## config.mk

```make
export PLATFORM = sky130hd
export DESIGN_NAME = scheduler
export DESIGN_NICKNAME = d
export VERILOG_FILES = /design/src/sched_pkg.sv /design/src/free_list.sv /design/src/rename_table.sv /design/src/issue_queue.sv /design/src/sched_ctrl.sv /design/src/scheduler.sv
export SDC_FILE = /design/constraint.sdc
export NUM_CORES = 1
export LEC_CHECK = 0
export BUFFER_PORTS_ARGS = -buffer_cell sky130_fd_sc_hd__buf_4
export CORE_MARGIN = 1.5
export CORE_UTILIZATION = 45
export CTS_BUF_LIST = sky130_fd_sc_hd__clkbuf_4 sky130_fd_sc_hd__clkbuf_8
export DETAILED_ROUTE_END_ITERATION = 8
export PLACE_DENSITY = 0.76
export RECOVER_POWER = 50
export SLEW_MARGIN = 15
export SYNTH_ARGS = -nofsm -noshare
export SYNTH_HDL_FRONTEND = slang
export SYNTH_SLANG_ARGS = --single-unit
export TNS_END_PERCENT = 5
```

## constraint.sdc

```tcl
create_clock -name clk -period 4.7 [get_ports clk]
set_clock_uncertainty 0.15 [all_clocks]
set_input_delay 0.94 -clock clk [delete_from_list [all_inputs] [get_ports clk]]
set_output_delay 0.94 -clock clk [all_outputs]
set_load 0.05 [all_outputs]
```

## src/sched_pkg.sv

```systemverilog
// Scheduler shared definitions
`default_nettype none

package sched_pkg;

  // ==================================================
  // Sizes
  // ==================================================
  localparam int ARCH_REG_NUM = 32;
  localparam int PHY_REG_NUM  = 48;
  localparam int ROB_DEPTH    = 16;

  // Register and reorder buffer indices
  typedef logic [4:0]                     areg_t;
  typedef logic [$clog2(PHY_REG_NUM)-1:0] preg_t;
  typedef logic [$clog2(ROB_DEPTH)-1:0]   rob_idx_t;

  // ==================================================
  // Encodings
  // ==================================================
  typedef enum logic {
    FU_ALU = 1'b0,
    FU_MEM = 1'b1
  } fu_kind_e;

  typedef enum logic [3:0] {
    ALU_ADD  = 4'd0,
    ALU_SUB  = 4'd1,
    ALU_AND  = 4'd2,
    ALU_OR   = 4'd3,
    ALU_XOR  = 4'd4,
    ALU_SLL  = 4'd5,
    ALU_SRL  = 4'd6,
    ALU_SRA  = 4'd7,
    ALU_SLT  = 4'd8,
    ALU_SLTU = 4'd9,
    ALU_LUI  = 4'd10
  } alu_op_e;

  // ==================================================
  // Bundles
  // ==================================================
  // Decoded instruction from the front end
  typedef struct packed {
    logic        valid;
    fu_kind_e    fu_kind;
    areg_t       src0;
    logic        src0_valid;
    areg_t       src1;
    logic        src1_valid;
    areg_t       dest;
    logic        dest_valid;
    alu_op_e     alu_op;
    logic        is_store;
    logic [31:0] imm;
    logic [31:0] pc;
  } sched_req_t;

  typedef struct packed {
    logic        valid;
    areg_t       arch_dest;
    logic        dest_valid;
    preg_t       pdest;
    preg_t       old_pdest;
    logic [31:0] pc;
  } rob_alloc_req_t;

  typedef struct packed {
    logic     ready;
    rob_idx_t rob_idx;
  } rob_alloc_rsp_t;

  // Common part of every issued instruction
  typedef struct packed {
    preg_t    psrc0;
    preg_t    psrc1;
    preg_t    pdest;
    logic     dest_valid;
    rob_idx_t rob_idx;
  } issue_hdr_t;

  typedef struct packed {
    alu_op_e     alu_op;
    logic [31:0] imm;
  } alu_payload_t;

  typedef struct packed {
    logic        is_store;
    logic [31:0] imm;
  } mem_payload_t;

endpackage

`default_nettype wire

```

## src/free_list.sv

```systemverilog
// Physical register free list
`timescale 1ns/100ps
`default_nettype none

module free_list #(
  parameter int PHY_REG_NUM = sched_pkg::PHY_REG_NUM
) (
  input  wire logic             clk,
  input  wire logic             rst_n,
  input  wire logic             flush_i,
  input  wire logic             pop_i,
  output logic                  empty_o,
  output sched_pkg::preg_t      preg_o,
  input  wire logic             commit_i,
  input  wire sched_pkg::preg_t free_preg_i
);

  localparam int FL_DEPTH = PHY_REG_NUM - sched_pkg::ARCH_REG_NUM;
  localparam int IDX_W    = $clog2(FL_DEPTH);
  localparam int CNT_W    = $clog2(FL_DEPTH + 1);

  sched_pkg::preg_t mem_q [FL_DEPTH];

  // Speculative head, committed head and push tail
  logic [IDX_W-1:0] head_q;
  logic [IDX_W-1:0] cmt_head_q;
  logic [IDX_W-1:0] tail_q;
  logic [CNT_W-1:0] cnt_q;

  function automatic logic [IDX_W-1:0] ptr_inc(input logic [IDX_W-1:0] p);
    ptr_inc = (p == IDX_W'(FL_DEPTH - 1)) ? '0 : p + 1'b1;
  endfunction

  assign empty_o = (cnt_q == '0);
  assign preg_o  = mem_q[head_q];

  // ==================================================
  // Pointer and storage update
  // ==================================================
  always_ff @(posedge clk or negedge rst_n) begin
    if (!rst_n) begin
      head_q     <= '0;
      cmt_head_q <= '0;
      tail_q     <= '0;
      cnt_q      <= CNT_W'(FL_DEPTH);
      // Registers above the identity map start out free
      for (int i = 0; i < FL_DEPTH; i++) begin
        mem_q[i] <= sched_pkg::preg_t'(sched_pkg::ARCH_REG_NUM + i);
      end
    end else begin
      if (commit_i) begin
        mem_q[tail_q] <= free_preg_i;
        tail_q        <= ptr_inc(tail_q);
        cmt_head_q    <= ptr_inc(cmt_head_q);
      end
      if (flush_i) begin
        // Committed state always holds FL_DEPTH free entries
        head_q <= commit_i ? ptr_inc(cmt_head_q) : cmt_head_q;
        cnt_q  <= CNT_W'(FL_DEPTH);
      end else begin
        if (pop_i) begin
          head_q <= ptr_inc(head_q);
        end
        cnt_q <= cnt_q + CNT_W'(commit_i) - CNT_W'(pop_i);
      end
    end
  end

  // ==================================================
  // Checks
  // ==================================================
  a_no_pop_empty: assert property (
    @(posedge clk) disable iff (!rst_n) pop_i |-> !empty_o
  );

  // A release needs an outstanding allocation behind it
  a_no_push_full: assert property (
    @(posedge clk) disable iff (!rst_n) commit_i |-> (cnt_q != CNT_W'(FL_DEPTH))
  );

endmodule

`default_nettype wire

```

## src/rename_table.sv

```systemverilog
// Register alias table and ready bits
`timescale 1ns/100ps
`default_nettype none

module rename_table #(
  parameter int PHY_REG_NUM = sched_pkg::PHY_REG_NUM
) (
  input  wire logic             clk,
  input  wire logic             rst_n,
  input  wire logic             flush_i,
  input  wire sched_pkg::preg_t [sched_pkg::ARCH_REG_NUM-1:0] arch_rat_i,
  input  wire sched_pkg::areg_t src0_i,
  input  wire sched_pkg::areg_t src1_i,
  input  wire sched_pkg::areg_t dest_i,
  input  wire logic             write_i,
  input  wire sched_pkg::preg_t new_preg_i,
  output sched_pkg::preg_t      psrc0_o,
  output sched_pkg::preg_t      psrc1_o,
  output sched_pkg::preg_t      old_pdest_o,
  output logic                  src0_rdy_o,
  output logic                  src1_rdy_o,
  input  wire logic             wb_valid_i,
  input  wire sched_pkg::preg_t wb_pdest_i
);

  sched_pkg::preg_t rat_q [sched_pkg::ARCH_REG_NUM];
  logic [PHY_REG_NUM-1:0] rdy_q;

  // ==================================================
  // Lookup
  // ==================================================
  assign psrc0_o     = rat_q[src0_i];
  assign psrc1_o     = rat_q[src1_i];
  assign old_pdest_o = rat_q[dest_i];

  // Writeback in this cycle counts as ready already
  assign src0_rdy_o = rdy_q[psrc0_o] | (wb_valid_i & (wb_pdest_i == psrc0_o));
  assign src1_rdy_o = rdy_q[psrc1_o] | (wb_valid_i & (wb_pdest_i == psrc1_o));

  // ==================================================
  // Map update
  // ==================================================
  always_ff @(posedge clk or negedge rst_n) begin
    if (!rst_n) begin
      for (int i = 0; i < sched_pkg::ARCH_REG_NUM; i++) begin
        rat_q[i] <= sched_pkg::preg_t'(i);
      end
    end else if (flush_i) begin
      for (int i = 0; i < sched_pkg::ARCH_REG_NUM; i++) begin
        rat_q[i] <= arch_rat_i[i];
      end
    end else if (write_i) begin
      rat_q[dest_i] <= new_preg_i;
    end
  end

  // Ready bits, cleared on allocation and set on writeback
  always_ff @(posedge clk or negedge rst_n) begin
    if (!rst_n) begin
      rdy_q <= '1;
    end else if (flush_i) begin
      rdy_q <= '1;
    end else begin
      if (wb_valid_i) begin
        rdy_q[wb_pdest_i] <= 1'b1;
      end
      if (write_i) begin
        rdy_q[new_preg_i] <= 1'b0;
      end
    end
  end

  // A fresh register cannot be written back before it is handed out
  a_no_wb_on_alloc: assert property (
    @(posedge clk) disable iff (!rst_n)
      write_i |-> !(wb_valid_i && (wb_pdest_i == new_preg_i))
  );

endmodule

`default_nettype wire

```

## src/issue_queue.sv

```systemverilog
// In-order issue queue with operand wakeup
`timescale 1ns/100ps
`default_nettype none

module issue_queue #(
  parameter int  DEPTH     = 4,
  parameter type payload_t = logic
) (
  input  wire logic                  clk,
  input  wire logic                  rst_n,
  input  wire logic                  flush_i,
  input  wire logic                  write_i,
  input  wire sched_pkg::issue_hdr_t hdr_i,
  input  wire logic                  src0_rdy_i,
  input  wire logic                  src1_rdy_i,
  input  wire payload_t              payload_i,
  output logic                       full_o,
  input  wire logic                  wb_valid_i,
  input  wire sched_pkg::preg_t      wb_pdest_i,
  output logic                       valid_o,
  input  wire logic                  ready_i,
  output sched_pkg::issue_hdr_t      hdr_o,
  output payload_t                   payload_o
);

  localparam int IDX_W = $clog2(DEPTH);
  localparam int CNT_W = $clog2(DEPTH + 1);

  sched_pkg::issue_hdr_t hdr_q [DEPTH];
  payload_t              pl_q  [DEPTH];
  logic [DEPTH-1:0]      rdy0_q;
  logic [DEPTH-1:0]      rdy1_q;

  logic [IDX_W-1:0] wr_ptr_q;
  logic [IDX_W-1:0] rd_ptr_q;
  logic [CNT_W-1:0] cnt_q;
  logic             pop;

  function automatic logic [IDX_W-1:0] ptr_inc(input logic [IDX_W-1:0] p);
    ptr_inc = (p == IDX_W'(DEPTH - 1)) ? '0 : p + 1'b1;
  endfunction

  // ==================================================
  // Head presentation
  // ==================================================
  assign full_o    = (cnt_q == CNT_W'(DEPTH));
  assign valid_o   = (cnt_q != '0) && rdy0_q[rd_ptr_q] && rdy1_q[rd_ptr_q];
  assign hdr_o     = hdr_q[rd_ptr_q];
  assign payload_o = pl_q[rd_ptr_q];
  assign pop       = valid_o & ready_i;

  always_ff @(posedge clk or negedge rst_n) begin
    if (!rst_n) begin
      wr_ptr_q <= '0;
      rd_ptr_q <= '0;
      cnt_q    <= '0;
    end else if (flush_i) begin
      wr_ptr_q <= '0;
      rd_ptr_q <= '0;
      cnt_q    <= '0;
    end else begin
      if (write_i) begin
        wr_ptr_q <= ptr_inc(wr_ptr_q);
      end
      if (pop) begin
        rd_ptr_q <= ptr_inc(rd_ptr_q);
      end
      cnt_q <= cnt_q + CNT_W'(write_i) - CNT_W'(pop);
    end
  end

  // ==================================================
  // Entry storage and wakeup
  // ==================================================
  always_ff @(posedge clk) begin
    for (int i = 0; i < DEPTH; i++) begin
      if (wb_valid_i && (hdr_q[i].psrc0 == wb_pdest_i)) begin
        rdy0_q[i] <= 1'b1;
      end
      if (wb_valid_i && (hdr_q[i].psrc1 == wb_pdest_i)) begin
        rdy1_q[i] <= 1'b1;
      end
    end
    // New entry takes its readiness from rename
    if (write_i) begin
      hdr_q[wr_ptr_q]  <= hdr_i;
      pl_q[wr_ptr_q]   <= payload_i;
      rdy0_q[wr_ptr_q] <= src0_rdy_i;
      rdy1_q[wr_ptr_q] <= src1_rdy_i;
    end
  end

  a_no_write_full: assert property (
    @(posedge clk) disable iff (!rst_n) write_i |-> !full_o
  );

  // Stalled head stays put until the unit takes it
  a_hold_head: assert property (
    @(posedge clk) disable iff (!rst_n)
      (valid_o && !ready_i && !flush_i) |=> (valid_o && $stable(hdr_o))
  );

endmodule

`default_nettype wire

```

## src/sched_ctrl.sv

```systemverilog
// Rename stage control
`timescale 1ns/100ps
`default_nettype none

module sched_ctrl (
  input  wire logic                      clk,
  input  wire logic                      rst_n,
  input  wire logic                      flush_i,
  input  wire sched_pkg::sched_req_t     sched_req_i,
  output logic                           sched_ready_o,
  input  wire sched_pkg::rob_alloc_rsp_t rob_alloc_rsp_i,
  output sched_pkg::rob_alloc_req_t      rob_alloc_req_o,
  input  wire logic                      fl_empty_i,
  output logic                           fl_pop_o,
  input  wire sched_pkg::preg_t          fl_preg_i,
  input  wire sched_pkg::preg_t          rat_old_pdest_i,
  input  wire sched_pkg::preg_t          rat_psrc0_i,
  input  wire sched_pkg::preg_t          rat_psrc1_i,
  input  wire logic                      rat_src0_rdy_i,
  input  wire logic                      rat_src1_rdy_i,
  output logic                           rat_write_o,
  output sched_pkg::sched_req_t          stage_req_o,
  input  wire logic                      alu_full_i,
  input  wire logic                      mem_full_i,
  output logic                           alu_write_o,
  output logic                           mem_write_o,
  output sched_pkg::issue_hdr_t          wr_hdr_o,
  output logic                           wr_src0_rdy_o,
  output logic                           wr_src1_rdy_o,
  output sched_pkg::alu_payload_t        alu_payload_o,
  output sched_pkg::mem_payload_t        mem_payload_o
);

  sched_pkg::sched_req_t stage_q;
  sched_pkg::sched_req_t stage;
  logic                  stage_vld_q;
  logic                  tgt_full;
  logic                  fire;

  // ==================================================
  // Stage register
  // ==================================================
  always_ff @(posedge clk or negedge rst_n) begin
    if (!rst_n) begin
      stage_vld_q <= 1'b0;
    end else if (flush_i) begin
      stage_vld_q <= 1'b0;
    end else if (sched_ready_o) begin
      stage_vld_q <= sched_req_i.valid;
    end
  end

  always_ff @(posedge clk) begin
    if (sched_ready_o && sched_req_i.valid) begin
      stage_q <= sched_req_i;
    end
  end

  always_comb begin
    stage       = stage_q;
    stage.valid = stage_vld_q;
  end

  assign stage_req_o = stage;

  // Fire when ROB, free list and target queue can all take it
  assign tgt_full = (stage.fu_kind == sched_pkg::FU_MEM) ? mem_full_i : alu_full_i;
  assign fire = stage.valid && !flush_i && rob_alloc_rsp_i.ready &&
                (!fl_empty_i || !stage.dest_valid) && !tgt_full;

  assign sched_ready_o = !stage.valid || fire;
  assign fl_pop_o      = fire && stage.dest_valid;
  assign rat_write_o   = fire && stage.dest_valid;
  assign alu_write_o   = fire && (stage.fu_kind == sched_pkg::FU_ALU);
  assign mem_write_o   = fire && (stage.fu_kind == sched_pkg::FU_MEM);

  // ==================================================
  // ROB request and queue entry
  // ==================================================
  always_comb begin
    rob_alloc_req_o.valid      = stage.valid;
    rob_alloc_req_o.arch_dest  = stage.dest;
    rob_alloc_req_o.dest_valid = stage.dest_valid;
    rob_alloc_req_o.pdest      = fl_preg_i;
    rob_alloc_req_o.old_pdest  = rat_old_pdest_i;
    rob_alloc_req_o.pc         = stage.pc;

    wr_hdr_o.psrc0      = rat_psrc0_i;
    wr_hdr_o.psrc1      = rat_psrc1_i;
    wr_hdr_o.pdest      = fl_preg_i;
    wr_hdr_o.dest_valid = stage.dest_valid;
    wr_hdr_o.rob_idx    = rob_alloc_rsp_i.rob_idx;

    alu_payload_o.alu_op   = stage.alu_op;
    alu_payload_o.imm      = stage.imm;
    mem_payload_o.is_store = stage.is_store;
    mem_payload_o.imm      = stage.imm;
  end

  // Unused sources count as ready
  assign wr_src0_rdy_o = !stage.src0_valid || rat_src0_rdy_i;
  assign wr_src1_rdy_o = !stage.src1_valid || rat_src1_rdy_i;

  // Stalled instruction waits unchanged in the stage
  a_hold_stage: assert property (
    @(posedge clk) disable iff (!rst_n)
      (stage.valid && !fire && !flush_i) |=> (stage.valid && $stable(stage))
  );

endmodule

`default_nettype wire

```

## src/scheduler.sv

```systemverilog
// Rename and dispatch scheduler
`timescale 1ns/100ps
`default_nettype none

module scheduler #(
  parameter int PHY_REG_NUM = sched_pkg::PHY_REG_NUM,
  parameter int ALU_DEPTH   = 4,
  parameter int MEM_DEPTH   = 4
) (
  input  wire logic                      clk,
  input  wire logic                      rst_n,
  input  wire sched_pkg::sched_req_t     sched_req_i,
  output logic                           sched_ready_o,
  output sched_pkg::rob_alloc_req_t      rob_alloc_req_o,
  input  wire sched_pkg::rob_alloc_rsp_t rob_alloc_rsp_i,
  input  wire logic                      commit_valid_i,
  input  wire logic                      commit_dest_valid_i,
  input  wire sched_pkg::preg_t          commit_old_preg_i,
  input  wire logic                      wb_valid_i,
  input  wire sched_pkg::preg_t          wb_pdest_i,
  input  wire logic                      flush_i,
  input  wire sched_pkg::preg_t [sched_pkg::ARCH_REG_NUM-1:0] arch_rat_i,
  input  wire logic                      alu_ready_i,
  output logic                           alu_valid_o,
  output sched_pkg::issue_hdr_t          alu_hdr_o,
  output sched_pkg::alu_payload_t        alu_payload_o,
  input  wire logic                      mem_ready_i,
  output logic                           mem_valid_o,
  output sched_pkg::issue_hdr_t          mem_hdr_o,
  output sched_pkg::mem_payload_t        mem_payload_o
);

  sched_pkg::sched_req_t   stage_req;
  sched_pkg::preg_t        fl_preg;
  sched_pkg::preg_t        rat_old_pdest;
  sched_pkg::preg_t        rat_psrc0;
  sched_pkg::preg_t        rat_psrc1;
  sched_pkg::issue_hdr_t   wr_hdr;
  sched_pkg::alu_payload_t alu_wr_payload;
  sched_pkg::mem_payload_t mem_wr_payload;
  logic fl_empty;
  logic fl_pop;
  logic rat_src0_rdy;
  logic rat_src1_rdy;
  logic rat_write;
  logic alu_full;
  logic mem_full;
  logic alu_write;
  logic mem_write;
  logic wr_src0_rdy;
  logic wr_src1_rdy;

  // ==================================================
  // Rename stage
  // ==================================================
  sched_ctrl u_ctrl (
    .clk             (clk),
    .rst_n           (rst_n),
    .flush_i         (flush_i),
    .sched_req_i     (sched_req_i),
    .sched_ready_o   (sched_ready_o),
    .rob_alloc_rsp_i (rob_alloc_rsp_i),
    .rob_alloc_req_o (rob_alloc_req_o),
    .fl_empty_i      (fl_empty),
    .fl_pop_o        (fl_pop),
    .fl_preg_i       (fl_preg),
    .rat_old_pdest_i (rat_old_pdest),
    .rat_psrc0_i     (rat_psrc0),
    .rat_psrc1_i     (rat_psrc1),
    .rat_src0_rdy_i  (rat_src0_rdy),
    .rat_src1_rdy_i  (rat_src1_rdy),
    .rat_write_o     (rat_write),
    .stage_req_o     (stage_req),
    .alu_full_i      (alu_full),
    .mem_full_i      (mem_full),
    .alu_write_o     (alu_write),
    .mem_write_o     (mem_write),
    .wr_hdr_o        (wr_hdr),
    .wr_src0_rdy_o   (wr_src0_rdy),
    .wr_src1_rdy_o   (wr_src1_rdy),
    .alu_payload_o   (alu_wr_payload),
    .mem_payload_o   (mem_wr_payload)
  );

  free_list #(
    .PHY_REG_NUM (PHY_REG_NUM)
  ) u_free_list (
    .clk         (clk),
    .rst_n       (rst_n),
    .flush_i     (flush_i),
    .pop_i       (fl_pop),
    .empty_o     (fl_empty),
    .preg_o      (fl_preg),
    .commit_i    (commit_valid_i & commit_dest_valid_i),
    .free_preg_i (commit_old_preg_i)
  );

  rename_table #(
    .PHY_REG_NUM (PHY_REG_NUM)
  ) u_rename_table (
    .clk         (clk),
    .rst_n       (rst_n),
    .flush_i     (flush_i),
    .arch_rat_i  (arch_rat_i),
    .src0_i      (stage_req.src0),
    .src1_i      (stage_req.src1),
    .dest_i      (stage_req.dest),
    .write_i     (rat_write),
    .new_preg_i  (fl_preg),
    .psrc0_o     (rat_psrc0),
    .psrc1_o     (rat_psrc1),
    .old_pdest_o (rat_old_pdest),
    .src0_rdy_o  (rat_src0_rdy),
    .src1_rdy_o  (rat_src1_rdy),
    .wb_valid_i  (wb_valid_i),
    .wb_pdest_i  (wb_pdest_i)
  );

  // ==================================================
  // Issue queues
  // ==================================================
  issue_queue #(
    .DEPTH     (ALU_DEPTH),
    .payload_t (sched_pkg::alu_payload_t)
  ) u_alu_queue (
    .clk        (clk),
    .rst_n      (rst_n),
    .flush_i    (flush_i),
    .write_i    (alu_write),
    .hdr_i      (wr_hdr),
    .src0_rdy_i (wr_src0_rdy),
    .src1_rdy_i (wr_src1_rdy),
    .payload_i  (alu_wr_payload),
    .full_o     (alu_full),
    .wb_valid_i (wb_valid_i),
    .wb_pdest_i (wb_pdest_i),
    .valid_o    (alu_valid_o),
    .ready_i    (alu_ready_i),
    .hdr_o      (alu_hdr_o),
    .payload_o  (alu_payload_o)
  );

  issue_queue #(
    .DEPTH     (MEM_DEPTH),
    .payload_t (sched_pkg::mem_payload_t)
  ) u_mem_queue (
    .clk        (clk),
    .rst_n      (rst_n),
    .flush_i    (flush_i),
    .write_i    (mem_write),
    .hdr_i      (wr_hdr),
    .src0_rdy_i (wr_src0_rdy),
    .src1_rdy_i (wr_src1_rdy),
    .payload_i  (mem_wr_payload),
    .full_o     (mem_full),
    .wb_valid_i (wb_valid_i),
    .wb_pdest_i (wb_pdest_i),
    .valid_o    (mem_valid_o),
    .ready_i    (mem_ready_i),
    .hdr_o      (mem_hdr_o),
    .payload_o  (mem_payload_o)
  );

endmodule

`default_nettype wire

```

==> results of run 1 <==
==> worst max-delay path: cells and delay by family, from the launching register on <==
| family | cells | cell delay [ns] |
|---|---|---|
| AO/OA/AOI/OAI | 2 | 0.43 |
| buffers and inverters | 3 | 0.67 |
| flip-flops | 1 | 0.65 |
| multiplexers | 1 | 0.56 |
| AND/OR/NAND/NOR | 1 | 0.24 |
==> worst min-delay path by stage <==
stage | startpoint | endpoint | slack, ns | cells past startpoint
final | sched_req_i[71] | u_ctrl.rob_alloc_req_o[46] | 0.13 | 1
after CTS | sched_req_i[63] | u_ctrl.alu_payload_o[31] | 0.03 | 1
after floorplan | u_rename_table.rat_q[36] | u_rename_table.rat_q[36] | 0.30 | 2
after global routing | sched_req_i[71] | u_ctrl.rob_alloc_req_o[46] | 0.07 | 1
after global placement | u_rename_table.rat_q[22] | u_rename_table.rat_q[22] | 0.31 | 2
after detailed placement | u_rename_table.rat_q[62] | u_rename_table.rat_q[62] | 0.31 | 2
==> layout by cell type (no fill, tap or decap), drive strengths merged, types with 92 or more instances in the layout <==
master	count
a21oi	92
a22oi	218
buf	438
clkbuf	348
dfrtp	191
dfstp	177
edfxtp	548
mux2	107
mux4	251
nand2	451
nand3	94
nor2	156
==> routing by layer <==
metal / routed length, um / vias to the layer above
met3: 14600 / 311
met2: 65300 / 1975
met4: 5370 / 10
li1: - / 13300
met1: 54700 / 15800
met5: 69 / -
==> per-stage QoR <==
step,cells,setup WS (ns)
floorplan,3260,0.0117
global placement,4854,0.620
detailed placement,4854,0.559
CTS,5143,0.158
global route,5147,0.0227
finish,5151,0.177
==> power by group through the flow <==
| stage | combinational (mW) | sequential, mW | clock (mW) |
|---|---|---|---|
| 4_1_cts | 6.78 | 10.5 | 7.62 |
| 6_report | 6.81 | 10.5 | 7.47 |
| 3_3_place_gp | 6.69 | 10.6 | 0 |
| 2_1_floorplan | 4.48 | 10.2 | 0 |
| 5_1_grt | 7.09 | 10.6 | 7.98 |
| 3_5_place_dp | 6.76 | 10.6 | 0 |
==> flip-flops by register name, summed over array words and instances (netlist names), 3 cells and up <==
name,count
u_ctrl.alu_payload_o,36
u_alu_queue.cnt_q,3
u_free_list.cnt_q,5
u_ctrl.stage_req_o,13
u_alu_queue.pl_q,144
u_ctrl.rob_alloc_req_o,38
u_mem_queue.rdy1_q,4
u_mem_queue.cnt_q,3
u_mem_queue.rdy0_q,4
u_free_list.head_q,4
u_free_list.tail_q,4
u_rename_table.rdy_q,48
u_mem_queue.hdr_q,92
u_alu_queue.rdy0_q,4
u_alu_queue.rdy1_q,4
u_free_list.cmt_head_q,4
u_alu_queue.hdr_q,92
u_mem_queue.pl_q,132
u_free_list.mem_q,96
u_rename_table.rat_q,192
==> cell type report <==
class                      instances  area share
antenna                            8    0.000380
clock buffer                     236      0.0544
clock inverter                    52     0.00789
inverter                          60     0.00428
multi-input combinational       2025       0.324
sequential                       932       0.498
tap                             1287      0.0306
timing repair buffer             551      0.0803
==> cell families (layout without fill, tap and decap cells) <==
family / count (synthesis) / count (layout)
XOR/XNOR: 122 / 122
multiplexers: 448 / 448
AO/OA/AOI/OAI: 470 / 470
other: 0 / 8
flip-flops: 932 / 932
buffers and inverters: 303 / 899
AND/OR/NAND/NOR: 958 / 958
adder cells (fa/ha/maj): 27 / 27
==> repair_timing <==
action	in CTS	in global routing
hold buffers	1	0
endpoints found under the hold margin	44	0
endpoints found under the setup margin	0	0
==> results summary, run 1 <==
After synthesis, the largest family of logic cells by area is multiplexers. The headroom to the max-slew limit is -0.623. The overall track demand over capacity in global routing is 0.274. Measured on the finished design, the core utilization comes to 0.534. The final number of hold-violating endpoints is 0. Dividing the detail-routed via count by the number of cells gives 6.09. The number of I/O port buffers is 474. The design area came out at 0.0527 mm2. The area fraction in and, or, nand and nor cells after synthesis came out at 0.101.

The layer flagged by global routing as most heavily used is met2. The number of violations reported at the end of detailed-routing iteration 0 is 3,664. The transition at the pin with the smallest max-transition slack came out at 2.43 ns. In the synthesized netlist, the cells that appear most often are sky130_fd_sc_hd__edfxtp_1 (548), sky130_fd_sc_hd__nand2_1 (450), sky130_fd_sc_hd__mux4_2 (247), sky130_fd_sc_hd__a22oi_1 (218), sky130_fd_sc_hd__dfrtp_1 (191).

VDD sags by at most 301 uV. The met1 usage came out at 0.367. The via count of the first global-routing pass came out at 31,500. The category of the worst setup path launch point is a flop.

The clock period minus final worst setup slack came out at 4.52 ns. The area taken by flip-flops and latches came out at 0.0262 mm2. For this run, global-route usage on met2 was measured as 0.428. Summed over all nets, the switching power comes to 8.56 mW. The critical path is of the reg2out type. The wire length of the first global-routing pass is 206,000 um.

Among all stages on the critical path, the largest delay is contributed by sky130_fd_sc_hd__edfxtp_1. The worst register-to-register path ends at u_alu_queue.pl_q[0][22]. The H-tree generated during clock tree synthesis spans 4 levels.

In this run the vertical extent of the chip is 318 um. The met3 global-route usage came out at 0.0722. The relative contribution of combinational cells to total power is 0.275.

The initial core utilization is 0.454. The startpoint identified for the worst register-to-register timing path is u_ctrl.rob_alloc_req_o[44]. The xor/xnor cell area share of the yosys netlist came out at 0.0239. Summed over all instances, the cell type with the most area after synthesis is sky130_fd_sc_hd__edfxtp_1. The share of synthesized cell area in full adder, half adder and majority cells came out at 0.00805.

The number of nets produced by synthesis is 3,593. 475 I/O pins were placed. The most critical setup path has its startpoint at u_ctrl.rob_alloc_req_o[45]. After technology mapping, the gate count stands at 3,260.

Entering global routing, the biggest net connects 164 pins. The path class of the tightest hold or removal check is in2reg. In the routed design, unresolved DRC markers number 0. The clock transition at the registers of the reported paths is 0.06 ns.

The worst stage delay on the critical path is 0.65 ns. In the final design database the tool counted 4,059 nets. The mux share of post-synthesis cell area is 0.174. The share of the synthesized area in the top cell type is 0.367. The minimum setup slack among reg-to-reg paths came out at 0.42 ns. Setup repair after global routing left no endpoint under its margin.

The total half-perimeter wirelength after legalization and detailed placement came out at 97,700 um. The worst setup path is captured at a primary output. Traced cell by cell, the critical path runs through buf_12, mux4_2, inv_1, o22ai_1, a221oi_1, nand3_1, buf_4. The final reports fail on max-capacitance violations, max-slew violations. By area the synthesized netlist is led by sky130_fd_sc_hd__edfxtp_1 (37%), sky130_fd_sc_hd__mux4_2 (12%), sky130_fd_sc_hd__dfrtp_1 (11%). The share of total power dissipated in sequential elements is 0.424. The portion of the post-synthesis area used by sequential elements came out at 0.585.

The compound-cell area share of the yosys netlist was 0.0749. After detailed routing, the average wire length per cell comes to 27.2 um. Clock tree synthesis inserted a total of 156 buffers. The post-route setup TNS came out at 0 ns. Among all flip-flop cells after synthesis, the most frequent one is sky130_fd_sc_hd__edfxtp_1. The number of setup buffers added after CTS is 0. The region available for standard cell placement spans 0.0986 mm2. The number of filler cells placed in the layout is 8,119.

The post-detailed-route count of antenna-violating nets came out at 0. The initialized floorplan defines 115 standard-cell rows. The peak fanout along the critical path came out at 37.

The count of clock tree sinks came out at 932. The layout overhead on the synthesized area came out at 17.6%. The netlist area before placement came out at 0.0448 mm2. The overall power consumption came out at 24.8 mW. The fraction of layout instances using a drive strength above 1 is 0.360.

TritonCTS built the clock tree. The required time of the worst setup path is 3.61 ns. The achievable frequency is 221 MHz. The count of TritonRoute iterations in the first routing pass is 6. Data on the critical path arrives at its endpoint at 3.43 ns. The internal power of the cells totals 16.2 mW. After synthesis the netlist holds a flip-flop and latch count of 932. After global routing the overflow that remains totals 0.

The end point of the critical path is rob_alloc_req_o[35]. The proportion of synthesized flip-flops having asynchronous set or reset is 0.395. Max-cap violations in this run came to 6. The analysis attributes to cell leakage a power of 20.2 nW. The run finished, with violations left. The overall via count from detail_route came out at 31,400. Yosys mapped a number of flops with a built-in enable equal to 548. The total of cells resized after clock tree synthesis is 0. Among all cell types in the netlist, the one instantiated most often is sky130_fd_sc_hd__edfxtp_1. The worst register-to-register path has a depth of 7.

Routability-driven placement finished with a final weighted congestion of 0.987. The floorplan die area is 0.101 mm2. The largest buffer count on any clock path is 3. A synthesized cell averages 13.7 um2. The cell at the root of the clock tree is sky130_fd_sc_hd__clkbuf_8. Of the total power, the share spent switching nets is 0.345. The number of setup violations in the final report came out at 0.

The die is 318 um wide. Of the total power, the clock network draws 0.301. The clock insertion delay at the later pin of the skew report is 0.85 ns. The count of cell types in the netlist is 78. During synthesis, Yosys emitted a total of 0 warnings.

The tightest hold path in the finished design has a slack of 0.133 ns. The final layout contains routed wiring with a total length of 140,000 um. The total cell area at the placement stage came out at 0.0495 mm2.

The final critical-path share of the clock period came out at 0.962. The combined area of the multi-input logic cells is 0.0171 mm2. The number of antenna violations at the first check in global routing came out at 9. The max-slew violation count was 249. The power density over the cells came out at 470 mW/mm2.
Power figures use the tool's default switching activity.
==> run 2: changes to the inputs <==
==> constraint.sdc (replaced) <==
create_clock -name clk -period 4.3 [get_ports clk]
set_clock_uncertainty 0.15 [all_clocks]
set_input_delay 0.86 -clock clk [delete_from_list [all_inputs] [get_ports clk]]
set_output_delay 0.86 -clock clk [all_outputs]
set_load 0.05 [all_outputs]
==> run 2 against run 1 <==
Net effect: the run still ends with max-capacitance violations, max-slew violations left; via count is 0.77% higher; worst hold slack worse by 0.058 ns; setup slack worse by 0.066 ns; design area is 0.67% higher; core utilization is 0.36 points higher; critical path type unchanged; critical endpoint is now rob_alloc_req_o[32]; highest routed layer unchanged.
==> results summary, run 2 (synthesized netlist as in run 1, its figures left out) <==
The flow ran to the end, but the final reports show violations. The checks that failed: max-capacitance violations, max-slew violations. The layout overhead on the synthesized area came out at 18.4%. The max-slew violation count is 200.

The count of buffers added on input and output ports is 474. The worst stage delay on the critical path is 0.66 ns. The design area is 0.0530 mm2. The final critical-path share of the clock period is 0.974.

STA puts the critical path data required time at 3.29 ns. The setup check on the worst reg-to-reg path leaves a slack of 0.17 ns. The detail-routed net length per standard cell came out at 26.6 um.

The largest registers in the layout are u_rename_table.rat_q: 192 flops, u_alu_queue.pl_q: 144 flops, u_mem_queue.pl_q: 132 flops. The static leakage came out at 20.2 nW. The routed layout has 31,600 vias. The transition at the pin with the smallest max-transition slack came out at 2.15 ns. The post-route setup TNS is 0 ns. The layout net count is 4,107. The number of filler cells placed in the layout is 8,083. The number of antenna violations at the first check in global routing is 8. The total congestion overflow after global routing came out at 0. The routed design has 138,000 um of wire.

u_rename_table.rat_q holds more flip-flops than any other register. The post-detailed-route DRC marker count came out at 0. STA classifies the critical path endpoint as a primary output. The register with the most flip-flops in the layout has 192 of them. The count of clock tree sinks is 932. Walking the worst path, the cells encountered are nand3b_1, o21ai_0, a221oi_1, nand3_1, buf_4. The share of the core filled with cells in the final layout came out at 0.538. The clock insertion delay at the later pin of the skew report came out at 0.86 ns. The number of setup violations in the final report came out at 0. The count of TritonRoute iterations in the first routing pass came out at 7.

The die is 318 um wide. Setup repair after global routing left no endpoint under its margin. The chip height came out at 318 um.

The total cell area at the placement stage came out at 0.0496 mm2. The final number of hold-violating endpoints was 0. Across the whole layout, storage elements account for 0.0262 mm2. Dividing the detail-routed via count by the number of cells gives 6.10. Across the VDD grid, the largest voltage drop is 290 uV. The achievable frequency is 239 MHz. The reg-to-reg startpoint is u_ctrl.stage_req_o[82]. The max-cap violation count is 5.

The peak fanout along the critical path came out at 13. The worst setup path is launched from a flop. The clock transition at the registers of the reported paths is 0.06 ns. The wire length of the first global-routing pass is 203,000 um. The end of the worst register-to-register path is u_alu_queue.rdy0_q[2]. The final hold slack came out at 0.0753 ns.

For this run, the total global-route usage over all layers was measured as 0.268. The initial core utilization is 0.454. The maximum number of pins on one net before global-route repair is 156. CTS placed an instance of sky130_fd_sc_hd__clkbuf_8 at the clock tree root. The total half-perimeter wirelength after legalization and detailed placement is 95,500 um. The standard cell core area came out at 0.0986 mm2.

In the layout the commonest cells are sky130_fd_sc_hd__edfxtp_1 (548), sky130_fd_sc_hd__nand2_1 (450), sky130_fd_sc_hd__buf_4 (404). The most common cell after layout, fill and taps aside is sky130_fd_sc_hd__edfxtp_1. The I/O pin count came out at 475. The floorplan die area came out at 0.101 mm2. The worst min-delay path category is in2reg. The number of CTS-inserted buffers came out at 154. The clock period minus final worst setup slack is 4.19 ns. The combined area of the multi-input logic cells came out at 0.0171 mm2. Data on the critical path arrives at its endpoint at 3.18 ns. The power density over the cells came out at 510 mW/mm2.

TritonCTS built the clock tree. The final estimated routing congestion in global placement is 1.03. The number of violations reported at the end of detailed-routing iteration 0 came out at 3,765. By startpoint and endpoint, the worst setup path is classified as reg2out. The number of cells on the worst reg-to-reg path is 9. The H-tree was split into 4 levels. The headroom to the max-slew limit came out at -0.435. The post-detailed-route count of antenna-violating nets is 0. The largest individual stage delay along the critical path comes from the cell sky130_fd_sc_hd__edfxtp_1. The floorplan has 115 rows. The launch point of the critical path is u_ctrl.rob_alloc_req_o[48].

In the final layout, the share of cells above drive strength 1 is 0.350. The end point of the critical path is rob_alloc_req_o[32]. The via count of the first global-routing pass came out at 31,400. In this run the deepest clock path goes through 3 buffers.
-- run 2: worst min-delay path by stage --
| stage | startpoint | end | slack (ns) | cells past startpoint |
|---|---|---|---|---|
| floorplan | u_rename_table.rat_q[36] | u_rename_table.rat_q[36] | 0.30 | 2 |
| detailed placement | u_rename_table.rat_q[58] | u_rename_table.rat_q[58] | 0.32 | 2 |
| global placement | u_rename_table.rat_q[16] | u_rename_table.rat_q[16] | 0.31 | 2 |
| global route | sched_req_i[51] | u_ctrl.alu_payload_o[19] | 0.04 | 1 |
| finish | sched_req_i[70] | u_ctrl.rob_alloc_req_o[45] | 0.08 | 1 |
| CTS | sched_req_i[56] | u_ctrl.alu_payload_o[24] | 0.0004 | 1 |
-- run 2: through the flow --
stage / power (mW) / setup slack (ns) / instances
after floorplan: 16.1 / -0.0739 / 3260
after global placement: 18.8 / 0.447 / 4860
after detailed placement: 18.9 / 0.398 / 4860
after CTS: 27.1 / 0.0509 / 5180
after global routing: 27.9 / 0.00641 / 5183
final: 27.0 / 0.111 / 5186
-- run 2: routing by layer --
metal | share of wire | GRT usage | vias to the layer above
li1 | - | - | 13400
met2 | 0.47 | 0.420 | 1982
met1 | 0.38 | 0.351 | 15900
met4 | 0.041 | 0.110 | 12
met5 | 0.00048 | 0 | -
met3 | 0.11 | 0.0769 | 370
-- run 2: timing repair --
action	CTS	global route
pin swaps	0	0
endpoints found under the setup margin	6	1
hold endpoints to repair	82	0
hold buffers	38	0
resized for setup	0	0
setup buffers	6	1
-- run 2: power by group --
part | internal, mW | switching [mW] | leakage [nW]
clock network | 4.48 | 3.64 | 1.70
logic | 2.65 | 4.82 | 9.19
registers | 10.7 | 0.770 | 9.36
-- run 2: layout make-up --
type                    count  area share
diodes                      5    0.000236
repair buffers            601      0.0875
inverters                  60     0.00425
multi-input cells        2025       0.322
clock inverters            58     0.00941
clock buffers             218      0.0514
well taps                1287      0.0304
flip-flops and latches    932       0.494
-- run 2: worst max-delay path, delay by kind of cell (launching register included) --
kind                   cells  cell delay (ns)
flip-flops                 1             0.66
buffers and inverters      1             0.24
AND/OR/NAND/NOR            2             0.83
AO/OA/AOI/OAI              2             0.62
